--- src/verilog/corr_cfg_pkg.sv ---
`default_nettype none

package corr_cfg_pkg;

	// Every count in the design, the window length included, has this width
	localparam int CNT_W = 16;

	// One byte goes out per byte tick
	localparam int BYTE_W = 8;

	localparam int DEF_NUM_INPUTS = 4; // Detector lines
	localparam int DEF_NUM_LAGS = 4;   // Lags 0 to DEF_NUM_LAGS-1

	// First header byte of every packet
	localparam logic [BYTE_W-1:0] PKT_SYNC = 8'hA5;

	// Sync byte, line count and lag count come ahead of the counts
	localparam int PKT_HDR_BYTES = 3;

endpackage

`default_nettype wire

--- src/verilog/corr_types_pkg.sv ---
`default_nettype none

package corr_types_pkg;

	typedef logic [corr_cfg_pkg::CNT_W-1:0] cnt_t;

	// Window control as seen by every block after the sampler
	typedef struct packed {
		logic counting; // High through the window
		logic start;    // First window cycle
		logic stop;     // First cycle after the window
	} window_ctrl_t;

	typedef struct packed {
		logic strobe;
		logic [corr_cfg_pkg::BYTE_W-1:0] data;
	} tx_out_t;

	// Next value of a saturating count that clears and may step in the same cycle
	function automatic cnt_t cnt_step(input cnt_t cnt, input logic clear, input logic inc);
		cnt_t base;
		base = clear ? '0 : cnt;
		if (inc && base != '1) begin
			base = base + 1'b1;
		end
		return base;
	endfunction

endpackage

`default_nettype wire

--- src/verilog/line_sampler.sv ---
`default_nettype none

module line_sampler #(
	parameter int NUM_INPUTS = corr_cfg_pkg::DEF_NUM_INPUTS
) (
	input wire intclk,
	input wire rst_n,
	input wire [NUM_INPUTS-1:0] line_in,
	input wire integrate,
	input wire invert,
	output logic [NUM_INPUTS-1:0] pulses,
	output corr_types_pkg::window_ctrl_t window
);

	// Invert and integrate ride in the same two-flop chain as the lines
	logic [NUM_INPUTS+1:0] sync1;
	logic [NUM_INPUTS+1:0] sync2;
	logic [NUM_INPUTS-1:0] level;
	logic [NUM_INPUTS-1:0] level_q;
	logic integ_s;
	logic integ_q;
	logic inv_s;

	assign integ_s = sync2[NUM_INPUTS];
	assign inv_s = sync2[NUM_INPUTS+1];
	assign level = sync2[NUM_INPUTS-1:0] ^ {NUM_INPUTS{inv_s}};

	always_ff @(posedge intclk or negedge rst_n) begin
		if (!rst_n) begin
			sync1 <= '0;
			sync2 <= '0;
			level_q <= '0;
			integ_q <= 1'b0;
			pulses <= '0;
			window <= '0;
		end else begin
			sync1 <= {invert, integrate, line_in};
			sync2 <= sync1;
			level_q <= level;
			integ_q <= integ_s;

			// Rising edges of the possibly inverted lines, one cycle each
			pulses <= level & ~level_q;

			// Window control lines up with the pulses, three cycles after the input
			window.counting <= integ_s;
			window.start <= integ_s & ~integ_q;
			window.stop <= ~integ_s & integ_q;
		end
	end

endmodule

`default_nettype wire

--- src/verilog/pulse_counter.sv ---
`default_nettype none

module pulse_counter #(
	parameter int NUM_INPUTS = corr_cfg_pkg::DEF_NUM_INPUTS
) (
	input wire intclk,
	input wire rst_n,
	input wire [NUM_INPUTS-1:0] pulses,
	input wire corr_types_pkg::window_ctrl_t window,
	output corr_types_pkg::cnt_t [NUM_INPUTS-1:0] line_counts
);

	logic [NUM_INPUTS-1:0] counted;

	// Only pulses that fall inside the window are counted
	assign counted = pulses & {NUM_INPUTS{window.counting}};

	always_ff @(posedge intclk or negedge rst_n) begin
		if (!rst_n) begin
			line_counts <= '0;
		end else begin
			for (int n = 0; n < NUM_INPUTS; n++) begin
				// A pulse on the start cycle counts as the first one of the new window
				line_counts[n] <= corr_types_pkg::cnt_step(line_counts[n], window.start,
					counted[n]);
			end
		end
	end

endmodule

`default_nettype wire

--- src/verilog/lag_correlator.sv ---
`default_nettype none

module lag_correlator #(
	parameter int NUM_INPUTS = corr_cfg_pkg::DEF_NUM_INPUTS,
	parameter int NUM_LAGS = corr_cfg_pkg::DEF_NUM_LAGS
) (
	input wire intclk,
	input wire rst_n,
	input wire [NUM_INPUTS-1:0] pulses,
	input wire corr_types_pkg::window_ctrl_t window,
	output corr_types_pkg::cnt_t [NUM_INPUTS*(NUM_INPUTS-1)/2*NUM_LAGS-1:0] pair_counts
);

	localparam int NUM_PAIRS = NUM_INPUTS * (NUM_INPUTS - 1) / 2;
	localparam int NUM_CNT = NUM_PAIRS * NUM_LAGS;
	// Lag 0 is taken straight from the present pulse
	localparam int HIST_W = (NUM_LAGS > 1) ? NUM_LAGS - 1 : 1;

	logic [NUM_INPUTS-1:0] win_pulses;
	logic [HIST_W-1:0] hist [NUM_INPUTS];
	logic [HIST_W:0] taps [NUM_INPUTS];
	logic [NUM_CNT-1:0] hit;

	assign win_pulses = pulses & {NUM_INPUTS{window.counting}};

	genvar i, j, k;
	generate
		for (j = 0; j < NUM_INPUTS; j++) begin : tap_g
			// Bit k is the pulse k cycles back, and nothing older than the window start
			assign taps[j] = {hist[j] & {HIST_W{~window.start}}, win_pulses[j]};
		end

		for (i = 0; i < NUM_INPUTS; i++) begin : first_g
			for (j = i + 1; j < NUM_INPUTS; j++) begin : second_g
				// Pairs run i major with j above i
				localparam int PAIR = i * NUM_INPUTS - (i * (i + 1)) / 2 + (j - i - 1);
				for (k = 0; k < NUM_LAGS; k++) begin : lag_g
					assign hit[PAIR*NUM_LAGS+k] = win_pulses[i] & taps[j][k];
				end
			end
		end
	endgenerate

	// History holds window pulses only and starts empty in each window
	always_ff @(posedge intclk or negedge rst_n) begin
		if (!rst_n) begin
			for (int n = 0; n < NUM_INPUTS; n++) begin
				hist[n] <= '0;
			end
		end else begin
			for (int n = 0; n < NUM_INPUTS; n++) begin
				if (window.start) begin
					hist[n] <= HIST_W'(win_pulses[n]);
				end else begin
					hist[n] <= HIST_W'({hist[n], win_pulses[n]});
				end
			end
		end
	end

	always_ff @(posedge intclk or negedge rst_n) begin
		if (!rst_n) begin
			pair_counts <= '0;
		end else begin
			for (int n = 0; n < NUM_CNT; n++) begin
				pair_counts[n] <= corr_types_pkg::cnt_step(pair_counts[n], window.start,
					hit[n]);
			end
		end
	end

endmodule

`default_nettype wire

--- src/verilog/packet_builder.sv ---
`default_nettype none

module packet_builder #(
	parameter int NUM_INPUTS = corr_cfg_pkg::DEF_NUM_INPUTS,
	parameter int NUM_LAGS = corr_cfg_pkg::DEF_NUM_LAGS
) (
	input wire intclk,
	input wire rst_n,
	input wire corr_types_pkg::window_ctrl_t window,
	input wire corr_types_pkg::cnt_t [NUM_INPUTS-1:0] line_counts,
	input wire corr_types_pkg::cnt_t [NUM_INPUTS*(NUM_INPUTS-1)/2*NUM_LAGS-1:0] pair_counts,
	input wire byte_tick,
	output corr_types_pkg::tx_out_t tx,
	output logic busy
);

	localparam int BYTE_W = corr_cfg_pkg::BYTE_W;
	localparam int CNT_W = corr_cfg_pkg::CNT_W;
	localparam int NUM_PAIR_CNT = NUM_INPUTS * (NUM_INPUTS - 1) / 2 * NUM_LAGS;
	localparam int NUM_WORDS = NUM_INPUTS + NUM_PAIR_CNT + 1; // Window length is the last word
	localparam int HDR_W = corr_cfg_pkg::PKT_HDR_BYTES * BYTE_W;
	localparam int FRAME_W = HDR_W + NUM_WORDS * CNT_W;
	localparam int NUM_BYTES = FRAME_W / BYTE_W;
	localparam int IDX_W = $clog2(NUM_BYTES);
	localparam int WORD_TOP = FRAME_W - HDR_W - 1;

	corr_types_pkg::cnt_t win_len;
	logic [FRAME_W-1:0] frame_d;
	logic [FRAME_W-1:0] frame_q;
	logic [IDX_W-1:0] byte_idx;
	logic capture;

	// A stop during a packet is dropped, along with that window's results
	assign capture = window.stop & ~busy;

	// Frame is laid out first byte at the top, words most significant byte first
	always_comb begin
		frame_d = '0;
		frame_d[FRAME_W-1 -: BYTE_W] = corr_cfg_pkg::PKT_SYNC;
		frame_d[FRAME_W-1-BYTE_W -: BYTE_W] = BYTE_W'(NUM_INPUTS);
		frame_d[FRAME_W-1-2*BYTE_W -: BYTE_W] = BYTE_W'(NUM_LAGS);
		for (int n = 0; n < NUM_INPUTS; n++) begin
			frame_d[WORD_TOP - n*CNT_W -: CNT_W] = line_counts[n];
		end
		for (int n = 0; n < NUM_PAIR_CNT; n++) begin
			frame_d[WORD_TOP - (NUM_INPUTS+n)*CNT_W -: CNT_W] = pair_counts[n];
		end
		frame_d[CNT_W-1:0] = win_len;
	end

	always_ff @(posedge intclk) begin
		if (capture) begin
			frame_q <= frame_d;
		end
	end

	always_ff @(posedge intclk or negedge rst_n) begin
		if (!rst_n) begin
			win_len <= '0;
			busy <= 1'b0;
			byte_idx <= '0;
			tx <= '0;
		end else begin
			win_len <= corr_types_pkg::cnt_step(win_len, window.start, window.counting);
			tx.strobe <= 1'b0;
			if (capture) begin
				busy <= 1'b1;
				byte_idx <= '0;
			end else if (busy && byte_tick) begin
				tx.strobe <= 1'b1;
				tx.data <= frame_q[FRAME_W-1 - byte_idx*BYTE_W -: BYTE_W];
				if (byte_idx == IDX_W'(NUM_BYTES-1)) begin
					busy <= 1'b0; // Falls with the last strobe
				end else begin
					byte_idx <= byte_idx + 1'b1;
				end
			end
		end
	end

endmodule

`default_nettype wire

--- src/verilog/correlator_top.sv ---
`default_nettype none

module correlator_top #(
	parameter int NUM_INPUTS = corr_cfg_pkg::DEF_NUM_INPUTS,
	parameter int NUM_LAGS = corr_cfg_pkg::DEF_NUM_LAGS
) (
	input wire intclk,
	input wire rst_n,
	input wire [NUM_INPUTS-1:0] line_in,
	input wire integrate,
	input wire invert,
	input wire byte_tick,
	output wire corr_types_pkg::tx_out_t tx,
	output wire busy
);

	localparam int NUM_PAIR_CNT = NUM_INPUTS * (NUM_INPUTS - 1) / 2 * NUM_LAGS;

	wire [NUM_INPUTS-1:0] pulses;
	wire corr_types_pkg::window_ctrl_t window;
	wire corr_types_pkg::cnt_t [NUM_INPUTS-1:0] line_counts;
	wire corr_types_pkg::cnt_t [NUM_PAIR_CNT-1:0] pair_counts;

	line_sampler #(.NUM_INPUTS(NUM_INPUTS)) sampler0 (
		.intclk(intclk),
		.rst_n(rst_n),
		.line_in(line_in),
		.integrate(integrate),
		.invert(invert),
		.pulses(pulses),
		.window(window)
	);

	pulse_counter #(.NUM_INPUTS(NUM_INPUTS)) counter0 (
		.intclk(intclk),
		.rst_n(rst_n),
		.pulses(pulses),
		.window(window),
		.line_counts(line_counts)
	);

	// Counter and correlator see the same pulses and window, so their results close together
	lag_correlator #(.NUM_INPUTS(NUM_INPUTS), .NUM_LAGS(NUM_LAGS)) correlator0 (
		.intclk(intclk),
		.rst_n(rst_n),
		.pulses(pulses),
		.window(window),
		.pair_counts(pair_counts)
	);

	packet_builder #(.NUM_INPUTS(NUM_INPUTS), .NUM_LAGS(NUM_LAGS)) builder0 (
		.intclk(intclk),
		.rst_n(rst_n),
		.window(window),
		.line_counts(line_counts),
		.pair_counts(pair_counts),
		.byte_tick(byte_tick),
		.tx(tx),
		.busy(busy)
	);

endmodule

`default_nettype wire

--- config.mk ---
export PLATFORM = sky130hd
export DESIGN_NAME = correlator_top
export DESIGN_NICKNAME = d
export VERILOG_FILES = /design/src/verilog/corr_cfg_pkg.sv /design/src/verilog/corr_types_pkg.sv /design/src/verilog/line_sampler.sv /design/src/verilog/pulse_counter.sv /design/src/verilog/lag_correlator.sv /design/src/verilog/packet_builder.sv /design/src/verilog/correlator_top.sv
export SDC_FILE = /design/constraint.sdc
export NUM_CORES = 2
export LEC_CHECK = 0
export BUFFER_PORTS_ARGS = -buffer_cell sky130_fd_sc_hd__buf_2
export CAP_MARGIN = 20
export CELL_PAD_IN_SITES_DETAIL_PLACEMENT = 1
export CELL_PAD_IN_SITES_GLOBAL_PLACEMENT = 2
export CORE_MARGIN = 2
export CORE_UTILIZATION = 30
export CTS_CLUSTER_DIAMETER = 40
export DETAILED_ROUTE_END_ITERATION = 10
export GPL_TIMING_DRIVEN = 0
export PLACE_DENSITY = 0.6
export SETUP_SLACK_MARGIN = 0.5
export SYNTH_ARGS = -nofsm -noshare
export SYNTH_HDL_FRONTEND = slang
export SYNTH_SLANG_ARGS = --single-unit
--- constraint.sdc ---
create_clock -name intclk -period 22.2 [get_ports intclk]
set_input_delay 4.44 -clock intclk [delete_from_list [all_inputs] [get_ports intclk]]
set_output_delay 4.44 -clock intclk [all_outputs]
set_load 0.01 [all_outputs]
==> impl.org <==
** Outcome
- Outcome :: finished clean

** Global routing
- Initial antenna violation count :: 11
- Vias in the first global route :: 29,830
- Entering global routing, the biggest net connects slightly below 100 pins.
- The first global-routing pass estimated ~220 mm of wire.
- In the global route stage, overall resource usage came out at 0.2112.
- Global routing finished with a remaining overflow of 0.

** Detailed routing
- Top layer used by detailed routing :: met4
- Wire segments on met2 add up to between 70 and 80 mm in the final route.
- After the first detailed-routing iteration, the DRC count stood at around 2,200.
- In the routed design, unresolved DRC markers number 0.
- The count of nets left with antenna violations once routing finished came out at 0.
- The pre-antenna-repair detailed-routing pass consisted of 5 iterations.
- Dividing the detail-routed via count by the number of cells gives between 5 and 6.
- In the final routed layout, each cell accounts on average for 27.48 um.
- The detailed router put a total of ~70 mm of wire on met1.
- Total via count after detailed routing :: around 29,000
- Detailed Route WL :: approximately 150 mm
- Routed length on met3 :: 7.382 mm

** Synthesis
- Yosys mapped a number of flops with a built-in enable equal to roughly 460.
- Fraction of synthesized cell area in xor and xnor cells :: 0.08112
- The number of nets handed over by synthesis was around 3,400.
- By area, the combinational part of the netlist is dominated by simple AND/OR/NAND/NOR gates.
- Share of async-settable or async-resettable flops after synthesis :: 0.5246
- Flop and latch count out of synthesis :: approximately 980
- Area of the mapped netlist :: around 44,000 um^2
- Arithmetic-cell share of the synthesized area counting full adders, half adders and majority gates :: 0.008892
- Yosys warning total :: 0
- The number of different library cells used by synthesis comes to slightly above 80.
- After synthesis, the mean cell area works out to about 13 um^2.
- The most used flip-flop cell after synthesis is sky130_fd_sc_hd__dfrtp_1.
- The share of the Yosys chip area taken by registers is 0.6132.
- Share of synthesized cell area in and, or, nand and nor gates :: 0.1699
- Fraction of synthesized area in multiplexers :: 0.07837
- Compound-cell area share of the yosys netlist :: 0.03261
- Synthesized instance count :: 3,350

** Floorplanning
- Placeable Area :: 144,000 um^2
- Measured along the y axis, the die boundary spans approximately 390 um.
- Row generation in the floorplan step produced about 140 rows.
- Starting utilization of the core area :: 0.3029
- Measured along the x axis, the die boundary spans approximately 390 um.
- 19 I/O pins were placed.
- The die covers between 100,000 and 150,000 um^2.

** Setup path
- Largest stage delay on the critical path :: ~0.8 ns
- Cells traversed along the worst timing path :: buf_4, buf_4, buf_4, buf_2, inv_1, ha_1, buf_2, clkbuf_2, clkbuf_2, mux4_2, mux2i_1, o221ai_1, nand3b_1, nand4_1
- Critical register-to-register path startpoint :: builder0.byte_idx[0]$_DFFE_PN0P_
- The setup check on the worst reg-to-reg path leaves a slack of 15.21 ns.
- Type of the setup path with the least slack :: register to register
- The number of cells on the worst reg-to-reg path is 14.
- In this design, the critical path's most frequently occurring cell is sky130_fd_sc_hd__buf_4.
- Largest fanout on the critical path :: 10
- The worst setup path is launched from a register.
- Among all stages on the critical path, the largest delay is contributed by sky130_fd_sc_hd__clkbuf_2.
- Arrival time worst endpoint :: ~7.6 ns
- Gate family responsible for the most delay along the worst path :: buffers and inverters
- CP Data Required Time :: around 23 ns
- The endpoint identified for the worst register-to-register timing path is builder0.tx[0]$_DFFE_PN0P_.
- The worst setup path is captured at a register.
- Together, buffers and inverters on the worst path number 8.

** Timing
- Across the routed clock network, the largest skew measured is 0.02113 ns.
- Fraction of the cycle the final worst path needs :: 0.3147
- The smallest clock period supported by the final layout is computed as 6.986 ns.
- Final hold viol count :: 0
- After routing, the total negative slack on setup checks comes to 0 ns.
- Setup repair after global routing missed its margin :: no
- Setup violations remaining at the end of the flow were counted as 0.
- Timing-limited maximum frequency :: ~140 MHz
- Slew Viols, Final :: 0
- In this run the tightest slew margin relative to its limit is 0.1691.
- For the pin with the worst max-slew slack, the measured transition is 1.246 ns.

** Clock tree
- Clock transition at the registers of the reported paths :: ~0.06 ns
- Buffers added to address setup during post-CTS repair amount to 0.
- TritonCTS built the clock tree.
- Clock insertion delay at the later pin of the skew report :: around 0.79 ns
- Buffer type at the clock tree root :: sky130_fd_sc_hd__clkbuf_16
- The H-tree generated during clock tree synthesis spans 4 levels.
- In this run, post-CTS repair resized a total of 0 instances.
- Max clock buf depth :: 3
- Number of hold buffers added after cts :: 0
- The clock net in this run drives a total of approximately 980 sinks.
- CTS buffer count :: roughly 170

** Power
- In this run the power density over the cells is about 110 nW/um^2.
- Across the VDD grid, the largest voltage drop is between 70 and 80 uV.
- The analysis attributes to cell leakage a power of slightly below 20 nW.

** Finish
- FF+latch area :: around 27,000 um^2
- The filler cells instantiated in the layout total between 15,000 and 20,000.
- Most frequent standard cell in the layout excluding fill and tap cells :: sky130_fd_sc_hd__dfrtp_1
- The finished cells cover about 53,000 um^2.
- The area growth from synthesis to layout is 20.92%.
- The library cells used most frequently in the layout, excluding fill and tap cells, are sky130_fd_sc_hd__dfrtp_1 (512), sky130_fd_sc_hd__edfxtp_1 (464), sky130_fd_sc_hd__nor2_1 (322).
- The multi-input combinational cells in the finished layout cover a total of 16,180 um^2.
- Final-stage net count :: about 3,600
- In the final layout, the share of cells above drive strength 1 is 0.1585.

** Hold path
- Terminating pin of the worst hold path :: sampler0.sync2[1]$_DFF_PN0_
- Worst hold path cell count :: 0
- Worst min path class :: register to register
- Launch instance of the worst min-delay path :: sampler0.sync1[1]$_DFF_PN0_

** Place
- Detailed placement finished with a half-perimeter wire length of 106.4 mm.
- During placement, the flow inserted port buffers numbering 18.
- In this run the cell area measured after placement is around 47,000 um^2.
- Placer's final routability congestion estimate :: around 0.83

** Run
- Number of maximum-capacitance constraint violations :: 0
-- report_power, final --
group          total [mW]  switching, mW  internal [mW]  leakage, nW
clock                2.74          0.995           1.74         2.84
sequential           1.96         0.0368           1.92         10.4
combinational       0.887          0.642          0.245         6.02
total                5.58           1.67           3.91         19.3
-- cells by family (layout without fill, tap and decap cells) --
family	after synthesis	count (layout)
buffers and inverters	162	521
and+or+nand+nor	1384	1384
xor gates and xnor gates	404	404
other	0	4
adders and majority gates	31	31
DFF	976	976
AOI/OAI and AO/OA	202	202
muxes	191	191
-- per-layer routing --
metal | track usage | vias to the layer above
li1 | - | 12710
met1 | 0.3024 | 15260
met2 | 0.3309 | 675
met3 | 0.03222 | 205
met4 | 0.06053 | 0
met5 | 0 | -
-- per-stage QoR --
step	power [mW]	setup WS [ns]	hold WS, ns	util	cells
CTS	5.624	15.20	0.3489	0.3662	5612
floorplan	2.395	8.002	0.3312	-	3350
detailed placement	2.874	15.23	0.3363	0.3249	5301
global placement	2.861	0.5682	0.3337	0.3201	5271
finish	5.585	15.21	0.3463	0.3663	5616
global route	5.735	15.20	0.3549	0.3662	5613
-- cells in the mapped netlist (all sizes together), types with 5 or more instances --
cell       n  share of area
inv       41         0.0035
and4b     20         0.0046
mux4     116          0.060
buf       55         0.0067
nor3b      9         0.0015
edfxtp   464           0.32
a2111o     5         0.0013
and4      43         0.0086
nor2b    154          0.022
nor3      40         0.0046
nand4b    20         0.0044
nor4      40         0.0067
nor4b      8         0.0020
nand3    156          0.018
nand2b    61         0.0087
a21oi     60         0.0070
clkbuf    66         0.0057
and3      70          0.010
xnor2    214          0.043
nand4    115          0.016
or3       26         0.0037
o22ai      8         0.0011
dfrtp    512           0.29
and2      43         0.0062
o221ai     5         0.0010
or4        7         0.0013
nor2     322          0.028
xor2     190          0.038
a2111oi   15         0.0044
a211oi    11         0.0022
mux2i     31         0.0071
a31oi      7         0.0010
mux2      44          0.011
ha        31         0.0089
nand2    232          0.020
o21ai     45         0.0052
nand3b     8         0.0014
-- worst reg2reg max path: stages, from the launching register on --
cell                       delay, ns
sky130_fd_sc_hd__dfrtp_1        0.34
sky130_fd_sc_hd__buf_4          0.31
sky130_fd_sc_hd__buf_4          0.46
sky130_fd_sc_hd__buf_4          0.56
sky130_fd_sc_hd__buf_2          0.50
sky130_fd_sc_hd__inv_1          0.40
sky130_fd_sc_hd__ha_1           0.45
sky130_fd_sc_hd__buf_2          0.64
sky130_fd_sc_hd__clkbuf_2       0.76
sky130_fd_sc_hd__clkbuf_2       0.83
sky130_fd_sc_hd__mux4_2         0.44
sky130_fd_sc_hd__mux2i_1        0.53
sky130_fd_sc_hd__o221ai_1       0.26
sky130_fd_sc_hd__nand3b_1       0.26
sky130_fd_sc_hd__nand4_1        0.11
-- sequential cells by signal (all words and copies together), names as in the netlist --
signal / count
builder0.frame_q: 464
correlator0.pair_counts: 384
counter0.line_counts: 64
builder0.win_len: 16
builder0.tx: 9
correlator0.hist: 9
builder0.byte_idx: 6
sampler0.sync1: 6
sampler0.sync2: 6
sampler0.level_q: 4
sampler0.pulses: 4
sampler0.window: 2
builder0.busy: 1
sampler0.integ_q: 1
-- worst max-delay path by stage --
stage,to,cells after the start,start,slack [ns]
6_report,builder0.tx[0]$_DFFE_PN0P_,14,builder0.byte_idx[0]$_DFFE_PN0P_,15.21
5_1_grt,builder0.tx[1]$_DFFE_PN0P_,14,builder0.byte_idx[0]$_DFFE_PN0P_,15.20
4_1_cts,builder0.tx[0]$_DFFE_PN0P_,14,builder0.byte_idx[0]$_DFFE_PN0P_,15.20
3_5_place_dp,builder0.tx[0]$_DFFE_PN0P_,14,builder0.byte_idx[0]$_DFFE_PN0P_,15.23
3_3_place_gp,builder0.frame_q[84]$_DFFE_PP_,2,builder0.busy$_DFFE_PN0P_,0.57
2_1_floorplan,builder0.frame_q[0]$_DFFE_PP_,2,builder0.busy$_DFFE_PN0P_,8.00
-- layout make-up --
type / instances / area share
clock buffers: 188 / 0.08144
multi-input cells: 2212 / 0.3067
repair buffers: 48 / 0.01442
plain buffers: 121 / 0.01072
clock inverters: 123 / 0.03134
well taps: 1903 / 0.04514
diodes: 4 / 0.0001898
flip-flops and latches: 976 / 0.5071
inverters: 41 / 0.002918
(Power assumes the default switching activity.)
